File: src/issue_pkg.sv
// --------------------------------------------------------------------------
// Shared widths, counts, unit codes and types of the issue stage.
// RTL and testbench refer to them by scoped names.
// --------------------------------------------------------------------------
`default_nettype none

package issue_pkg;

	// Physical registers and scoreboard entries
	localparam int NUM_PREGS = 64;
	localparam int PREG_BITS = 6;

	// Data word
	localparam int XLEN = 32;

	// Reorder buffer tickets, one flush mask bit per ticket
	localparam int ROB_BITS  = 3;
	localparam int ROB_DEPTH = 8;

	// Functional units
	localparam int FU_NUM  = 4;
	localparam int FU_BITS = 2;

	// Unit codes
	localparam logic [FU_BITS-1:0] FU_LSU = 2'd0;
	localparam logic [FU_BITS-1:0] FU_FPU = 2'd1;
	localparam logic [FU_BITS-1:0] FU_INT = 2'd2;
	localparam logic [FU_BITS-1:0] FU_BR  = 2'd3;

	// Two sources for each of the two slots
	localparam int RF_READ_PORTS = 4;

	typedef logic [PREG_BITS-1:0] preg_t;
	typedef logic [ROB_BITS-1:0]  ticket_t;
	typedef logic [FU_BITS-1:0]   fu_t;
	typedef logic [XLEN-1:0]      word_t;

endpackage

`default_nettype wire
File: src/issue_operand_sel.sv
// --------------------------------------------------------------------------
// Operand selection for one instruction: pc or immediate, register file,
// ROB or a result bus. Also flags whether each source is ready.
// --------------------------------------------------------------------------
`default_nettype none

module issue_operand_sel (
	input  issue_pkg::preg_t                              src1,
	input  issue_pkg::preg_t                              src2,
	input  issue_pkg::word_t                              pc,
	input  issue_pkg::word_t                              imm,
	input  wire                                           src1_is_pc,
	input  wire                                           src2_is_imm,
	input  wire                                           src1_pending,
	input  wire                                           src2_pending,
	input  wire                                           src1_in_rob,
	input  wire                                           src2_in_rob,
	input  issue_pkg::fu_t                                src1_fu,
	input  issue_pkg::fu_t                                src2_fu,
	input  issue_pkg::word_t                              rf_data_1,
	input  issue_pkg::word_t                              rf_data_2,
	input  issue_pkg::word_t                              rob_data_1,
	input  issue_pkg::word_t                              rob_data_2,
	input  wire              [issue_pkg::FU_NUM-1:0]      fu_valid,
	input  issue_pkg::preg_t [issue_pkg::FU_NUM-1:0]      fu_dst,
	input  issue_pkg::word_t [issue_pkg::FU_NUM-1:0]      fu_data,
	output issue_pkg::word_t                              op_a,
	output issue_pkg::word_t                              op_b,
	output logic                                          src1_ok,
	output logic                                          src2_ok
);

	function automatic void pick(
		input  logic             special,
		input  issue_pkg::word_t special_val,
		input  issue_pkg::preg_t src,
		input  logic             pending,
		input  logic             in_rob,
		input  issue_pkg::fu_t   unit,
		input  issue_pkg::word_t rf_val,
		input  issue_pkg::word_t rob_val,
		output logic             ok,
		output issue_pkg::word_t val
	);
		ok  = 1'b1;
		val = rf_val;
		if (special) begin
			val = special_val;
		end else if (!pending) begin
			val = rf_val;
		end else if (in_rob) begin
			val = rob_val;
		end else if (fu_valid[unit] && fu_dst[unit] == src) begin
			// Result appears on the bus this cycle
			val = fu_data[unit];
		end else begin
			ok = 1'b0;
		end
	endfunction

	always_comb begin
		pick(src1_is_pc, pc, src1, src1_pending, src1_in_rob, src1_fu,
			rf_data_1, rob_data_1, src1_ok, op_a);
		pick(src2_is_imm, imm, src2, src2_pending, src2_in_rob, src2_fu,
			rf_data_2, rob_data_2, src2_ok, op_b);
	end

endmodule

`default_nettype wire

File: config.mk
export PLATFORM = sky130hd
export DESIGN_NAME = issue_operand_sel
export DESIGN_NICKNAME = d
export VERILOG_FILES = /design/src/issue_pkg.sv /design/src/issue_operand_sel.sv
export SDC_FILE = /design/constraint.sdc
export NUM_CORES = 1
export LEC_CHECK = 0
export ABC_AREA = 1
export BUFFER_PORTS_ARGS = -buffer_cell sky130_fd_sc_hd__buf_2
export CORE_AREA = 4 4 168 170
export DETAILED_ROUTE_END_ITERATION = 10
export DIE_AREA = 0 0 172 174
export GPL_ROUTABILITY_DRIVEN = 0
export PLACE_DENSITY = 0.52
export SYNTH_ARGS = -nofsm -noshare
export SYNTH_HDL_FRONTEND = slang
export SYNTH_SLANG_ARGS = --single-unit
export TNS_END_PERCENT = 20
File: constraint.sdc
create_clock -name vclk -period 3.3
set_input_delay 0.99 -clock vclk [all_inputs]
set_output_delay 0.99 -clock vclk [all_outputs]
set_load 0.005 [all_outputs]
==> metrics.md <==
| Metric | Value |
|---|---|
| Post-layout worst setup margin | -0.3182 ns |
| Antenna viol nets, final | 0 |
| Cts hold-fix bufs | 0 |
| Tmin final | roughly 3.6 ns |
| Fillers | roughly 3000 |
| Seq pwr share | 0% |
| Initial antenna violation count | 10 |
| Core ar. | approximately 27000 um^2 |
| Vias in the first global route | between 9000 and 10000 |
| Synth Warn # | 0 |
| Achievable frequency | approximately 280 MHz |
| Width of the die | about 170 um |
| Netlist Area Pre-Place | between 6000 and 7000 um^2 |
| Psw | 0.0007311 W |
| PortBufs | 436 |
| Slew headroom | a little over half |
| Sequential area share after synthesis | 0% |
| Syn-to-layout area delta | 63.69% |
| First-pass GRT wire length | 51.05 mm |
| All-Layer GR Usage | between 20% and 30% |
| Share of layout cells above drive strength 1 | a little over a third |
| Combinational power share | 100.0% |
| Via Count | slightly above 10000 |
| Internal cell power | between 0.0005 and 0.0006 W |
| RSZ-0062 raised after global routing | true |
| Lkg Pwr | about 5.9 nW |
| Final hold vios | 0 |
| Critical path peak fanout | 8 |
| Row cnt | 60 |
| Iter 0 DRT Violations | around 800 |
| # DRC | 0 |
| # IOs | around 440 |
| DP Worst Slack | -0.4342 ns |
| Die H | 174 um |
| Nets | 2159 |
| Placed cell count | roughly 2100 |
| Most frequent cells in the layout | 458 x nand2_1, 431 x buf_2, 255 x a21oi_1, 201 x inv_1, 125 x o21ai_0 |
| Hold Slack | between 2 and 2.5 ns |
| Max rail drop VDD | approximately 0.059 mV |
| PwrDens | ~130 nW/um^2 |
| Syn Inst Count | between 1000 and 1500 |
| Synth Net Count | between 1500 and 2000 |
| Critical path class | in2out |
| DP Wirelength | roughly 28 mm |
| Initial core utilization | 22.52% |
| Netlist cell types | 20 |
| Post-DP Area | a little under 9000 um^2 |
| Pin count of the biggest net entering global routing | 66 |
| Period utilization | 109.6% |
| Commonest non-fill, non-tap cell in the layout | nand2_1 |
| Worst Path Required | 2.31 ns |
| Fraction of power spent switching nets | between 50 and 60% |
| Post-Route WL | 35.93 mm |
| Seq_cells | 0 |
| Worst Max-Slew Pin Slew | between 0.6 and 0.7 ns |
| First drt pass iteration count | 8 |
| Clk_buf instances | 0 |
| Final setup vio count | 65 |
| Global route overflow | 0 |
| Critical Path AT | about 2.6 ns |
| CP Capture Type | output port |
| Syn avg cell area | approximately 4.4 um^2 |
| DIE AREA | between 20000 and 30000 um^2 |
| Clock share of power | 0% |
| Final core utilization | a little under two fifths |
| Drt wl/cell | 16.81 um |
| Vias per Instance | 4.796 |
| Worst setup SP type | input port |
| Register area | 0 um^2 |
| Worst Hold Class | in2out |
| Outcome | finished with violations |
| Design area | about 10000 um^2 |
| Layout Cells excl Fill | 2138 |
| Final Slew Violations | 0 |
| Max-cap viol count | 0 |
| Violated checks | setup timing |
power by group through the flow:
stage	registers, W	logic, W	clock network, W
floorplan	0	0.000615	0
global placement	0	0.00114	0
detailed placement	0	0.00115	0
CTS	0	0.00121	0
global route	0	0.00144	0.000000000406
finish	0	0.00130	0.000000000406
cells by family (layout without fill, tap and decap cells):
family,Yosys count,after routing,share of synthesized area [%]
AOI/OAI and AO/OA,385,385,32.01
and+or+nand+nor,662,662,45.23
other,0,10,0
buffers and inverters,322,740,22.76
through the flow:
| step | power, W | TNS, ns |
|---|---|---|
| 2_1_floorplan | 0.0006145 | 0 |
| 3_3_place_gp | 0.001140 | -21.08 |
| 3_5_place_dp | 0.001146 | -21.63 |
| 4_1_cts | 0.001211 | -13.50 |
| 5_1_grt | 0.001441 | -23.53 |
| 6_report | 0.001299 | -16.53 |
routing by layer:
| metal | global-route usage (%) | wire length, um | vias to the layer above |
|---|---|---|---|
| li1 | - | - | 5179 |
| met1 | 29.35 | 15710 | 4569 |
| met2 | 35.49 | 17080 | 453 |
| met3 | 1.933 | 2446 | 52 |
| met4 | 3.865 | 690 | 0 |
| met5 | 0 | 0 | - |
Yosys cell counts:
| master | count | area share (%) |
|---|---|---|
| buf_6 | 14 | 2.6 |
| o21ai_1 | 1 | 0.083 |
| a21oi_1 | 256 | 21 |
| buf_4 | 8 | 1.0 |
| buf_1 | 10 | 0.62 |
| nand3b_1 | 8 | 1.0 |
| inv_1 | 205 | 13 |
| nand3_1 | 129 | 11 |
| o21ai_0 | 128 | 11 |
| buf_2 | 17 | 1.4 |
| inv_2 | 8 | 0.50 |
| nand2_4 | 1 | 0.19 |
| nor2_4 | 3 | 0.56 |
| nand3_2 | 1 | 0.17 |
| clkbuf_1 | 58 | 3.6 |
| nor2_1 | 3 | 0.19 |
| nand2_2 | 3 | 0.31 |
| inv_4 | 2 | 0.21 |
| nand2_1 | 512 | 32 |
| nor3_1 | 2 | 0.17 |
final cells by class:
class / instances / area (um^2) / share of cell area [%]
antenna: 10 / 25.02 / 0.2540
inverter: 215 / 842.1 / 8.546
multi-input combinational: 1047 / 5075 / 51.50
tap: 341 / 426.7 / 4.330
timing repair buffer: 523 / 3460 / 35.11
timing repair inverter: 2 / 25.02 / 0.2540
final timing paths:
kind,startpoint,endpoint,slack [ns],cells after the start
max,src2_fu[1],op_b[7],-0.32,16
min,imm[24],op_b[24],2.24,4
timing repair:
item | in CTS | in global routing
setup endpoints to repair | 65 | 66
pin swaps | 21 | 53
gates resized for setup | 68 | 96
setup buffers | 13 | 3
gates cloned | 6 | 12
critical path, stage by stage:
cell	delay, ns
buf_12	0.12
buf_12	0.13
buf_4	0.13
nand3_2	0.07
nand3_1	0.10
nand2_2	0.12
nand3_4	0.11
nor2_4	0.14
buf_6	0.14
buf_12	0.14
nand2_1	0.07
nand3_1	0.08
nand2_1	0.05
nand2_1	0.07
nand2_1	0.05
buf_2	0.12
(Power assumes the default switching activity.)
