## src/issue_pkg.sv

```systemverilog
// --------------------------------------------------------------------------
// Shared widths, counts, unit codes and types of the issue stage.
// RTL and testbench refer to them by scoped names.
// --------------------------------------------------------------------------
`default_nettype none

package issue_pkg;

	// Physical registers and scoreboard entries
	localparam int NUM_PREGS = 64;
	localparam int PREG_BITS = 6;

	// Data word
	localparam int XLEN = 32;

	// Reorder buffer tickets, one flush mask bit per ticket
	localparam int ROB_BITS  = 3;
	localparam int ROB_DEPTH = 8;

	// Functional units
	localparam int FU_NUM  = 4;
	localparam int FU_BITS = 2;

	// Unit codes
	localparam logic [FU_BITS-1:0] FU_LSU = 2'd0;
	localparam logic [FU_BITS-1:0] FU_FPU = 2'd1;
	localparam logic [FU_BITS-1:0] FU_INT = 2'd2;
	localparam logic [FU_BITS-1:0] FU_BR  = 2'd3;

	// Two sources for each of the two slots
	localparam int RF_READ_PORTS = 4;

	typedef logic [PREG_BITS-1:0] preg_t;
	typedef logic [ROB_BITS-1:0]  ticket_t;
	typedef logic [FU_BITS-1:0]   fu_t;
	typedef logic [XLEN-1:0]      word_t;

endpackage

`default_nettype wire
```

## src/issue_ctrl.sv

```systemverilog
// --------------------------------------------------------------------------
// In-order dual-issue decision. Slot 1 issues on its own checks, slot 2
// only together with slot 1 and free of conflicts with it.
// --------------------------------------------------------------------------
`default_nettype none

module issue_ctrl (
	input  wire                                   valid_1,
	input  wire                                   instr_valid_1,
	input  wire                                   valid_2,
	input  wire                                   instr_valid_2,
	input  issue_pkg::fu_t                        fu_1,
	input  issue_pkg::fu_t                        fu_2,
	input  wire        [issue_pkg::FU_NUM-1:0]    busy_fu,
	input  wire                                   dst_pending_1,
	input  wire                                   dst_pending_2,
	input  wire                                   src1_ok_1,
	input  wire                                   src2_ok_1,
	input  wire                                   src1_ok_2,
	input  wire                                   src2_ok_2,
	input  issue_pkg::preg_t                      src1_2,
	input  issue_pkg::preg_t                      src2_2,
	input  issue_pkg::preg_t                      dst_1,
	output logic                                  issue_1,
	output logic                                  issue_2
);

	logic own_ok_1;
	logic own_ok_2;
	logic dep_on_1;
	logic same_fu;

	// Checks each slot makes on its own
	assign own_ok_1 = valid_1 & instr_valid_1 & ~busy_fu[fu_1] & ~dst_pending_1 &
		src1_ok_1 & src2_ok_1;
	assign own_ok_2 = valid_2 & instr_valid_2 & ~busy_fu[fu_2] & ~dst_pending_2 &
		src1_ok_2 & src2_ok_2;

	// Slot 2 reads what slot 1 is about to produce
	assign dep_on_1 = (dst_1 != '0) & ((src1_2 == dst_1) | (src2_2 == dst_1));
	assign same_fu  = (fu_1 == fu_2);

	assign issue_1 = own_ok_1;
	assign issue_2 = issue_1 & own_ok_2 & ~dep_on_1 & ~same_fu;

endmodule

`default_nettype wire

```

## config.mk

```make
export PLATFORM = sky130hd
export DESIGN_NAME = issue_ctrl
export DESIGN_NICKNAME = d
export VERILOG_FILES = /design/src/issue_pkg.sv /design/src/issue_ctrl.sv
export SDC_FILE = /design/constraint.sdc
export NUM_CORES = 1
export LEC_CHECK = 0
export BUFFER_PORTS_ARGS = -buffer_cell sky130_fd_sc_hd__buf_2
export CAP_MARGIN = 40
export CORE_AREA = 2 2 39 41
export DETAILED_ROUTE_END_ITERATION = 10
export DIE_AREA = 0 0 41 43
export GPL_TIMING_DRIVEN = 0
export PLACE_DENSITY_LB_ADDON = 0.05
export RECOVER_POWER = 25
export SETUP_SLACK_MARGIN = 0.02
export SKIP_LAST_GASP = 1
export SLEW_MARGIN = 10
export SYNTH_ARGS = -nofsm -noshare
export SYNTH_HDL_FRONTEND = slang
export SYNTH_SLANG_ARGS = --single-unit
```

## constraint.sdc

```tcl
create_clock -name vclk -period 1.17
set_clock_uncertainty 0.05 [all_clocks]
set_input_delay 0.117 -clock vclk [all_inputs]
set_output_delay 0.117 -clock vclk [all_outputs]
set_load 0.03 [all_outputs]
```

==> impl_metrics.tcl, run 1 <==
set metrics [dict create \
    status "finished with violations" \
    violations "negative setup slack" \
    core_sq_um 1380 \
    crit_path_end_kind "output pin" \
    final_layout_size_suffix_gt1_frac 0.652 \
    die_x_microns 41 \
    worstHoldPathType "in2out" \
    fill_cells 146 \
    power_density_nw_per_um2 299 \
    wl_met3_microns 90 \
    regArea_sq_um 0 \
    syn_inst 30 \
    avgRoutedWirePerCell_microns 9.49 \
    yosysMostFrequentCell "xor2_1" \
    io_pins 38 \
    setup_tns_ns -0.332 \
    hold_viol_final 0 \
    maxCapViolCount 0 \
    grt_pass1_vias 360 \
    die_h_microns 43 \
    grt_pass1_wl_mm 1.24 \
    synth_cell_type_count 13 \
    yosysTopAreaCell "xor2_1" \
    vias 370 \
    viasPerCell 4.35 \
    required_ns 1.00 \
    setup_viol 2 \
    dp_hpwl_microns 732 \
    synth_top_cell_area_share 0.269 \
    fin_crit_ns 1.45 \
    grt_max_degree 4 \
    cp_common_cell "buf_6" \
    crit_chain "buf_6 -> mux4_2 -> a2111oi_4 -> and4_4 -> buf_6" \
    gp_congestion 0.551 \
    cp_slowest_cell "mux4_2" \
    first_pass_iters 1 \
    finalCritPeriodShare 1.24 \
    synth_seq_area_share 0 \
    drcViolationCount 0 \
    grt_usage 0.0936 \
    crit_path_start_kind "input port" \
    cp_num_buf_inv 2 \
    slew_headroom 0.785 \
    wl_met2_microns 432 \
    slew_violations 0 \
    max_freq_mhz 690 \
    synth.top_cells.by_count "xor2_1, xnor2_1, nor4_1" \
    leakagePower_nw 0.247 \
    std_cell_rows 14 \
    n_sequential_cell 0 \
    finalNetCount 107 \
    routed_wirelength_microns 807 \
    port_buffers 38 \
    die_area_sq_um 1760 \
    avgSynthCellArea_sq_um 8.68 \
    drt_iter0_markers 0 \
    hold_buffers 0 \
    whs_path_depth 4 \
    cp_num_cells 5 \
    start_util 0.188 \
    ant_nets 0 \
    rsz0062_at_grt "true" \
    m1WireLength_microns 283 \
    synth_area_leaders "xor2_1, xnor2_1, mux4_2, nor4_1, a2111oi_2" \
    path_class "in2out" \
    worst_slack_ns -0.280 \
    syn_nets 66 \
    syn_to_final_growth_pct 103 \
    worst_pin_slew_ns 0.319 \
    utilization 0.382 \
    ir_drop_uv 121 \
    critPathTopFamily "multiplexers" \
    cp.arrival_ns 1.28 \
    yosys_warnings 0 \
    diodes 0 \
    cpPeakStageDelay_ns 0.51 \
    syn-cell-area_sq_um 260 \
    antenna_found_initial 0 \
    overflow 0 \
    clkbuf_count 0 \
    path_max_fanout 2 \
    highest_layer "met3" \
]
[per-layer routing]
metal  vias to the layer above  global-route usage
met2                        23               0.188
met5                         -                   0
li1                        193                   -
met3                         0                   0
met1                       154               0.107
met4                         0                   0
[metrics by stage]
| stage | area, sq um | total power, mW | hold slack, ns | setup WS, ns | cells |
|---|---|---|---|---|---|
| global placement | 484 | 0.147 | 0.585 | -0.567 | 84 |
| detailed placement | 484 | 0.146 | 0.585 | -0.554 | 84 |
| CTS | 529 | 0.160 | 0.551 | -0.309 | 85 |
| floorplan | 274 | 0.0652 | 0.341 | -0.279 | 30 |
| finish | 529 | 0.158 | 0.549 | -0.280 | 85 |
| global route | 529 | 0.175 | 0.588 | -0.331 | 85 |
[tightest hold or removal path, cell delays in order]
cell and delay [ns]:
buf_2 0.09, nand2_1 0.09, nor3_4 0.05, buf_6 0.13
[repair_timing]
action / CTS / global route
resized for setup: 7 / 0
setup buffers: 1 / 0
pin swaps: 2 / 1
setup endpoints to repair: 2 / 2
[where the power goes]
| part | switching (mW) | leakage [nW] | internal [mW] |
|---|---|---|---|
| sequential | 0 | 0 | 0 |
| clock | 0 | 0 | 0 |
| combinational | 0.0657 | 0.247 | 0.0926 |
[cell usage in the layout (no fill, tap or decap)]
cell type and count:
a2111oi_4 1, and4_4 1, buf_2 34, buf_4 1, buf_6 4, mux4_2 2, nand2_1 2, nand3_1 1
nand3b_1 1, nand4_1 2, nor2_1 1, nor3_4 1, nor4_1 3, or2b_2 1, xnor2_1 6, xor2_1 8
[area by class of cell]
type / instances / area, sq um / area share
tap: 16 / 20.0 / 0.0378
timing repair buffer: 39 / 223 / 0.421
multi-input combinational: 30 / 287 / 0.541
[path summary, 6_finish.rpt]
path,slack (ns),end,from
setup / recovery,-0.28,issue_2,fu_2[0]
hold / removal,0.55,issue_1,instr_valid_1
[logic make-up (layout without fill, tap and decap cells)]
family,count (synthesis),count (layout),share of synthesized area
buf+inv,0,39,0
simple gates,13,13,0.298
xor+xnor,14,14,0.471
mux,2,2,0.173
compound gates,1,1,0.0577
No activity file was read; power rests on OpenSTA's default activity.
==> run 2, diff against run 1 <==
--- a/config.mk
+++ b/config.mk
@@ -5,6 +5,7 @@
 export SDC_FILE = /design/constraint.sdc
 export NUM_CORES = 1
 export LEC_CHECK = 0
+export ABC_AREA = 1
 export BUFFER_PORTS_ARGS = -buffer_cell sky130_fd_sc_hd__buf_2
 export CAP_MARGIN = 40
 export CORE_AREA = 2 2 39 41
==> constraint.sdc (replaced) <==
create_clock -name vclk -period 1.4
set_clock_uncertainty 0.05 [all_clocks]
set_input_delay 0.14 -clock vclk [all_inputs]
set_output_delay 0.14 -clock vclk [all_outputs]
set_load 0.03 [all_outputs]
==> run 2 against run 1 <==
Effect of this change: wire length up 26%; sequential share of layout area unchanged; critical path depth up 4; highest routed layer unchanged; count of clock-buffer cells in the layout unchanged; the run now ends clean; global-route usage up 2.3 points; synthesized cell count rose to 3.4 times the previous value; first-iteration DRC count up 4.
==> impl_metrics.tcl, run 2 <==
set metrics [dict create \
    slew_headroom 0.758 \
    yosys_warnings 0 \
    met3_usage 0 \
    layout_common_cells "nand2_1, buf_2, inv_1" \
    status "complete, no violations" \
    pwr-share-comb 1.000 \
    power_density_nw_per_um2 231 \
    p_sw_mw 0.0742 \
    synth_cell_type_count 13 \
    diodes 0 \
    first_pass_iters 4 \
    stdcell_area_sq_um 622 \
    rsz0062_at_grt "false" \
    ant_nets 0 \
    n_sequential_cell 0 \
    die_area_sq_um 1760 \
    setup_viol 0 \
    synth.top_cells.by_count "nand2_1, inv_1, nor2_1, nand3_1, inv_2" \
    cp.arrival_ns 1.04 \
    crit_chain "buf_2 -> inv_2 -> or2_0 -> nand2_1 -> nand2_1 -> nor2_2 -> nand2_1 -> a21oi_2 -> buf_2" \
    routed_wirelength_mm 1.01 \
    finalNetCount 177 \
    finalCritPeriodShare 0.877 \
    antenna_found_initial 0 \
    drt_iter0_markers 4 \
    viasPerCell 4.05 \
    fill_cells 164 \
    die_x_microns 41 \
    avgRoutedWirePerCell_microns 6.54 \
    synth_top_cell_area_share 0.491 \
    io_pins 38 \
    grt_pass1_vias 482 \
    leakagePower_nw 0.453 \
    overflow 0 \
    power_mw 0.144 \
    path_max_fanout 4 \
    maxCapViolCount 0 \
    hp-start "dst_pending_1" \
    p_sw_frac 0.517 \
    pwr-share-seq 0 \
    cp_num_buf_inv 3 \
    clkbuf_count 0 \
    cts_resized 0 \
    multi_input_comb_area_sq_um 330 \
    met1_usage 0.142 \
    syn_inst 101 \
    grt_max_degree 5 \
    ir_drop_uv 85.2 \
    cpPeakStageDelay_ns 0.20 \
    crit_path_start_kind "input port" \
    worstHoldPathType "in2out" \
    drcViolationCount 0 \
    grt_usage 0.117 \
    critPathTopFamily "simple AND/OR/NAND/NOR gates" \
    dp_hpwl_microns 935 \
    synth_area_leaders "nand2_1, inv_1, nor2_1, nand3_1, nand2_2" \
    crit_path_end_kind "output pin" \
    cp_slowest_cell "buf_2" \
    fin_crit_ns 1.23 \
    cp_common_cell "nand2_1" \
    vias 628 \
    core_sq_um 1380 \
    layout_commonest_cell "nand2_1" \
    start_util 0.298 \
    path_class "in2out" \
    syn_nets 137 \
    gp_congestion 0.685 \
    p_clk_frac 0 \
    required_ns 1.21 \
    syn-cell-area_sq_um 413 \
    cp-startpoint "fu_2[0]" \
    worst_pin_slew_ns 0.365 \
    die_h_microns 43 \
    max_freq_mhz 814 \
    power.internal_mw 0.0694 \
    avgSynthCellArea_sq_um 4.09 \
    final_layout_size_suffix_gt1_frac 0.324 \
    regArea_sq_um 0 \
    std_cell_rows 14 \
    postCtsSetupBuffers 0 \
    yosysMostFrequentCell "nand2_1" \
    placed_area_sq_um 623 \
    synth_seq_area_share 0 \
    port_buffers 38 \
    grt_util_met2 0.225 \
    hold_buffers 0 \
    setup_tns_ns 0 \
    yosysTopAreaCell "nand2_1" \
    slew_violations 0 \
    hold_viol_final 0 \
    syn_to_final_growth_pct 50.6 \
    busiest_layer "met2" \
    grt_pass1_wl_mm 1.57 \
]
==> run 2: cell types whose count changed after synthesis, moves of 2 or more <==
cell	before	now
nor2_2	0	2
inv_2	0	3
nor4_1	3	0
nand3_1	1	4
xnor2_1	6	1
mux4_2	2	0
nor2_1	1	10
inv_1	0	19
nand2_2	0	2
nand2_1	2	54
xor2_1	8	0
==> run 2: power groups by stage <==
| stage | combinational (mW) | clock [mW] | sequential (mW) |
|---|---|---|---|
| floorplan | 0.0731 | 0 | 0 |
| global placement | 0.143 | 0 | 0 |
| detailed placement | 0.145 | 0 | 0 |
| CTS | 0.146 | 0 | 0 |
| global route | 0.169 | 0 | 0 |
| finish | 0.144 | 0 | 0 |
==> run 2: cell type report <==
| type | instances | area share |
|---|---|---|
| multi-input combinational | 79 | 0.531 |
| timing repair buffer | 38 | 0.304 |
| inverter | 22 | 0.133 |
| tap | 16 | 0.0322 |
==> run 2: final timing paths <==
check,endpoint,cells past startpoint
max,issue_2,9
min,issue_1,5
==> run 2: logic make-up after synthesis <==
kind of cell | share of synthesized area
xor gates and xnor gates | 0.0212
buffers and inverters | 0.200
AOI/OAI and AO/OA | 0.0333
and+or+nand+nor | 0.745
==> run 2: tightest hold or removal path, cell delays in order <==
cell and delay (ns):
buf_2 0.07, nor3_1 0.04, nand2_1 0.06, nor2_2 0.04
clkbuf_1 0.20
==> run 2: metal layers <==
| layer | wire length, microns | share of wire |
|---|---|---|
| met3 | 98 | 0.097 |
| met4 | 0 | 0 |
| met2 | 467 | 0.46 |
| met5 | 0 | 0 |
| met1 | 448 | 0.44 |
==> run 2: through the flow <==
step | utilization | hold WS, ns | setup slack (ns) | cells
3_3_place_gp | 0.450 | 0.613 | 0.165 | 155
5_1_grt | 0.449 | 0.675 | 0.0928 | 155
4_1_cts | 0.450 | 0.609 | 0.159 | 155
2_1_floorplan | - | 0.395 | 0.0945 | 101
6_report | 0.449 | 0.643 | 0.172 | 155
3_5_place_dp | 0.450 | 0.608 | 0.156 | 155
==> run 3, diff against run 2 <==
--- a/config.mk
+++ b/config.mk
@@ -11,7 +11,7 @@
 export CORE_AREA = 2 2 39 41
 export DETAILED_ROUTE_END_ITERATION = 10
 export DIE_AREA = 0 0 41 43
-export GPL_TIMING_DRIVEN = 0
+export GPL_TIMING_DRIVEN = 1
 export PLACE_DENSITY_LB_ADDON = 0.05
 export RECOVER_POWER = 25
 export SETUP_SLACK_MARGIN = 0.02
==> run 3 against run 2 <==
Effect of this change: setup slack improved by 0.016 ns; wire length rose by 0.89%; critical path depth did not move; critical endpoint unchanged; largest cell class unchanged; largest power group unchanged.
==> impl_metrics.tcl, run 3 (synthesized netlist as in run 2, its figures left out) <==
set metrics [dict create \
    setup_viol 0 \
    placed_area_sq_um 623 \
    antenna_found_initial 0 \
    routed_wirelength_mm 1.02 \
    clkbuf_count 0 \
    finalCritPeriodShare 0.866 \
    die_x_microns 41 \
    hold_viol_final 0 \
    status "complete, no violations" \
    io_pins 38 \
    leakagePower_nw 0.453 \
    dpl.cell_count 155 \
    avgRoutedWirePerCell_microns 6.59 \
    crit_chain "buf_2 -> inv_2 -> or2_0 -> nand2_1 -> nand2_1 -> nor2_2 -> nand2_1 -> a21oi_2 -> buf_2" \
    cp-startpoint "fu_2[0]" \
    grt_pass1_vias 447 \
    cp.arrival_ns 1.02 \
    required_ns 1.21 \
    worst_pin_slew_ns 0.370 \
    n_sequential_cell 0 \
    cp_slowest_cell "buf_2" \
    cts_resized 0 \
    diodes 0 \
    fill_cells 169 \
    path_class "in2out" \
    final_layout_size_suffix_gt1_frac 0.324 \
    multi_input_comb_area_sq_um 330 \
    crit_path_start_kind "input port" \
    maxCapViolCount 0 \
    power_mw 0.143 \
    start_util 0.298 \
    power_density_nw_per_um2 231 \
    vias 623 \
    setup_tns_ns 0 \
    rsz0062_at_grt "false" \
    whs_path_depth 5 \
    utilization 0.449 \
    worstHoldPathType "in2out" \
    slew_violations 0 \
    core_sq_um 1380 \
    port_buffers 38 \
    drt_iter0_markers 5 \
    final_cells 155 \
    ir_drop_uv 86.9 \
    first_pass_iters 4 \
    cpPeakStageDelay_ns 0.20 \
    std_cell_rows 14 \
    fin_crit_ns 1.21 \
    gp_congestion 0.683 \
    grt_max_degree 5 \
    stdcell_area_sq_um 622 \
    layout_commonest_cell "nand2_1" \
    slew_headroom 0.754 \
    grt_usage 0.115 \
    layout_common_cells "nand2_1, buf_2, inv_1" \
    overflow 0 \
    postCtsSetupBuffers 0 \
    die_h_microns 43 \
    ant_nets 0 \
    grt_pass1_wl_mm 1.55 \
    dp_hpwl_microns 939 \
    cp_common_cell "nand2_1" \
    viasPerCell 4.02 \
    crit_path_end "issue_2" \
    finalNetCount 177 \
    path_max_fanout 4 \
    drcViolationCount 0 \
    crit_path_end_kind "output pin" \
    syn_to_final_growth_pct 50.6 \
    max_freq_mhz 825 \
    die_area_sq_um 1760 \
    regArea_sq_um 0 \
    hold_buffers 0 \
]
run 3: cell counts in the layout (fill, tap and decap cells not counted):
Identical to the previous run, type by type.
run 3: how the worst min path moves through the flow:
stage	startpoint	end	slack [ns]
detailed placement	dst_pending_1	issue_1	0.61
finish	dst_pending_1	issue_1	0.64
global placement	dst_pending_1	issue_1	0.61
CTS	dst_pending_1	issue_1	0.61
global route	dst_pending_1	issue_1	0.67
floorplan	dst_pending_1	issue_1	0.40
run 3: cell type report:
class,instances,share of cell area
Multi-Input combinational cell,79,0.531
Timing Repair Buffer,38,0.304
Inverter,22,0.133
Tap cell,16,0.0322
run 3: power by group:
part	switching [mW]	leakage, nW	total [mW]	internal [mW]
Sequential	0	0	0	0
Clock	0	0	0	0
Combinational	0.0740	0.453	0.143	0.0694
Total	0.0740	0.453	0.143	0.0694
run 3: critical path: cells and delay by family:
family                 cells  cell delay, ns
and+or+nand+nor            5            0.44
buffers and inverters      3            0.35
AOI/OAI and AO/OA          1            0.10
run 3: stage by stage:
stage / hold slack [ns] / worst slack, ns
4_1_cts: 0.608 / 0.168
3_5_place_dp: 0.609 / 0.167
3_3_place_gp: 0.613 / 0.180
2_1_floorplan: 0.395 / 0.0945
6_report: 0.640 / 0.188
5_1_grt: 0.672 / 0.0980
run 3: routing by layer:
metal  share of wire  global-route usage
met1            0.44               0.149
met2            0.44               0.213
met3            0.12                   0
met4               0                   0
met5               0                   0
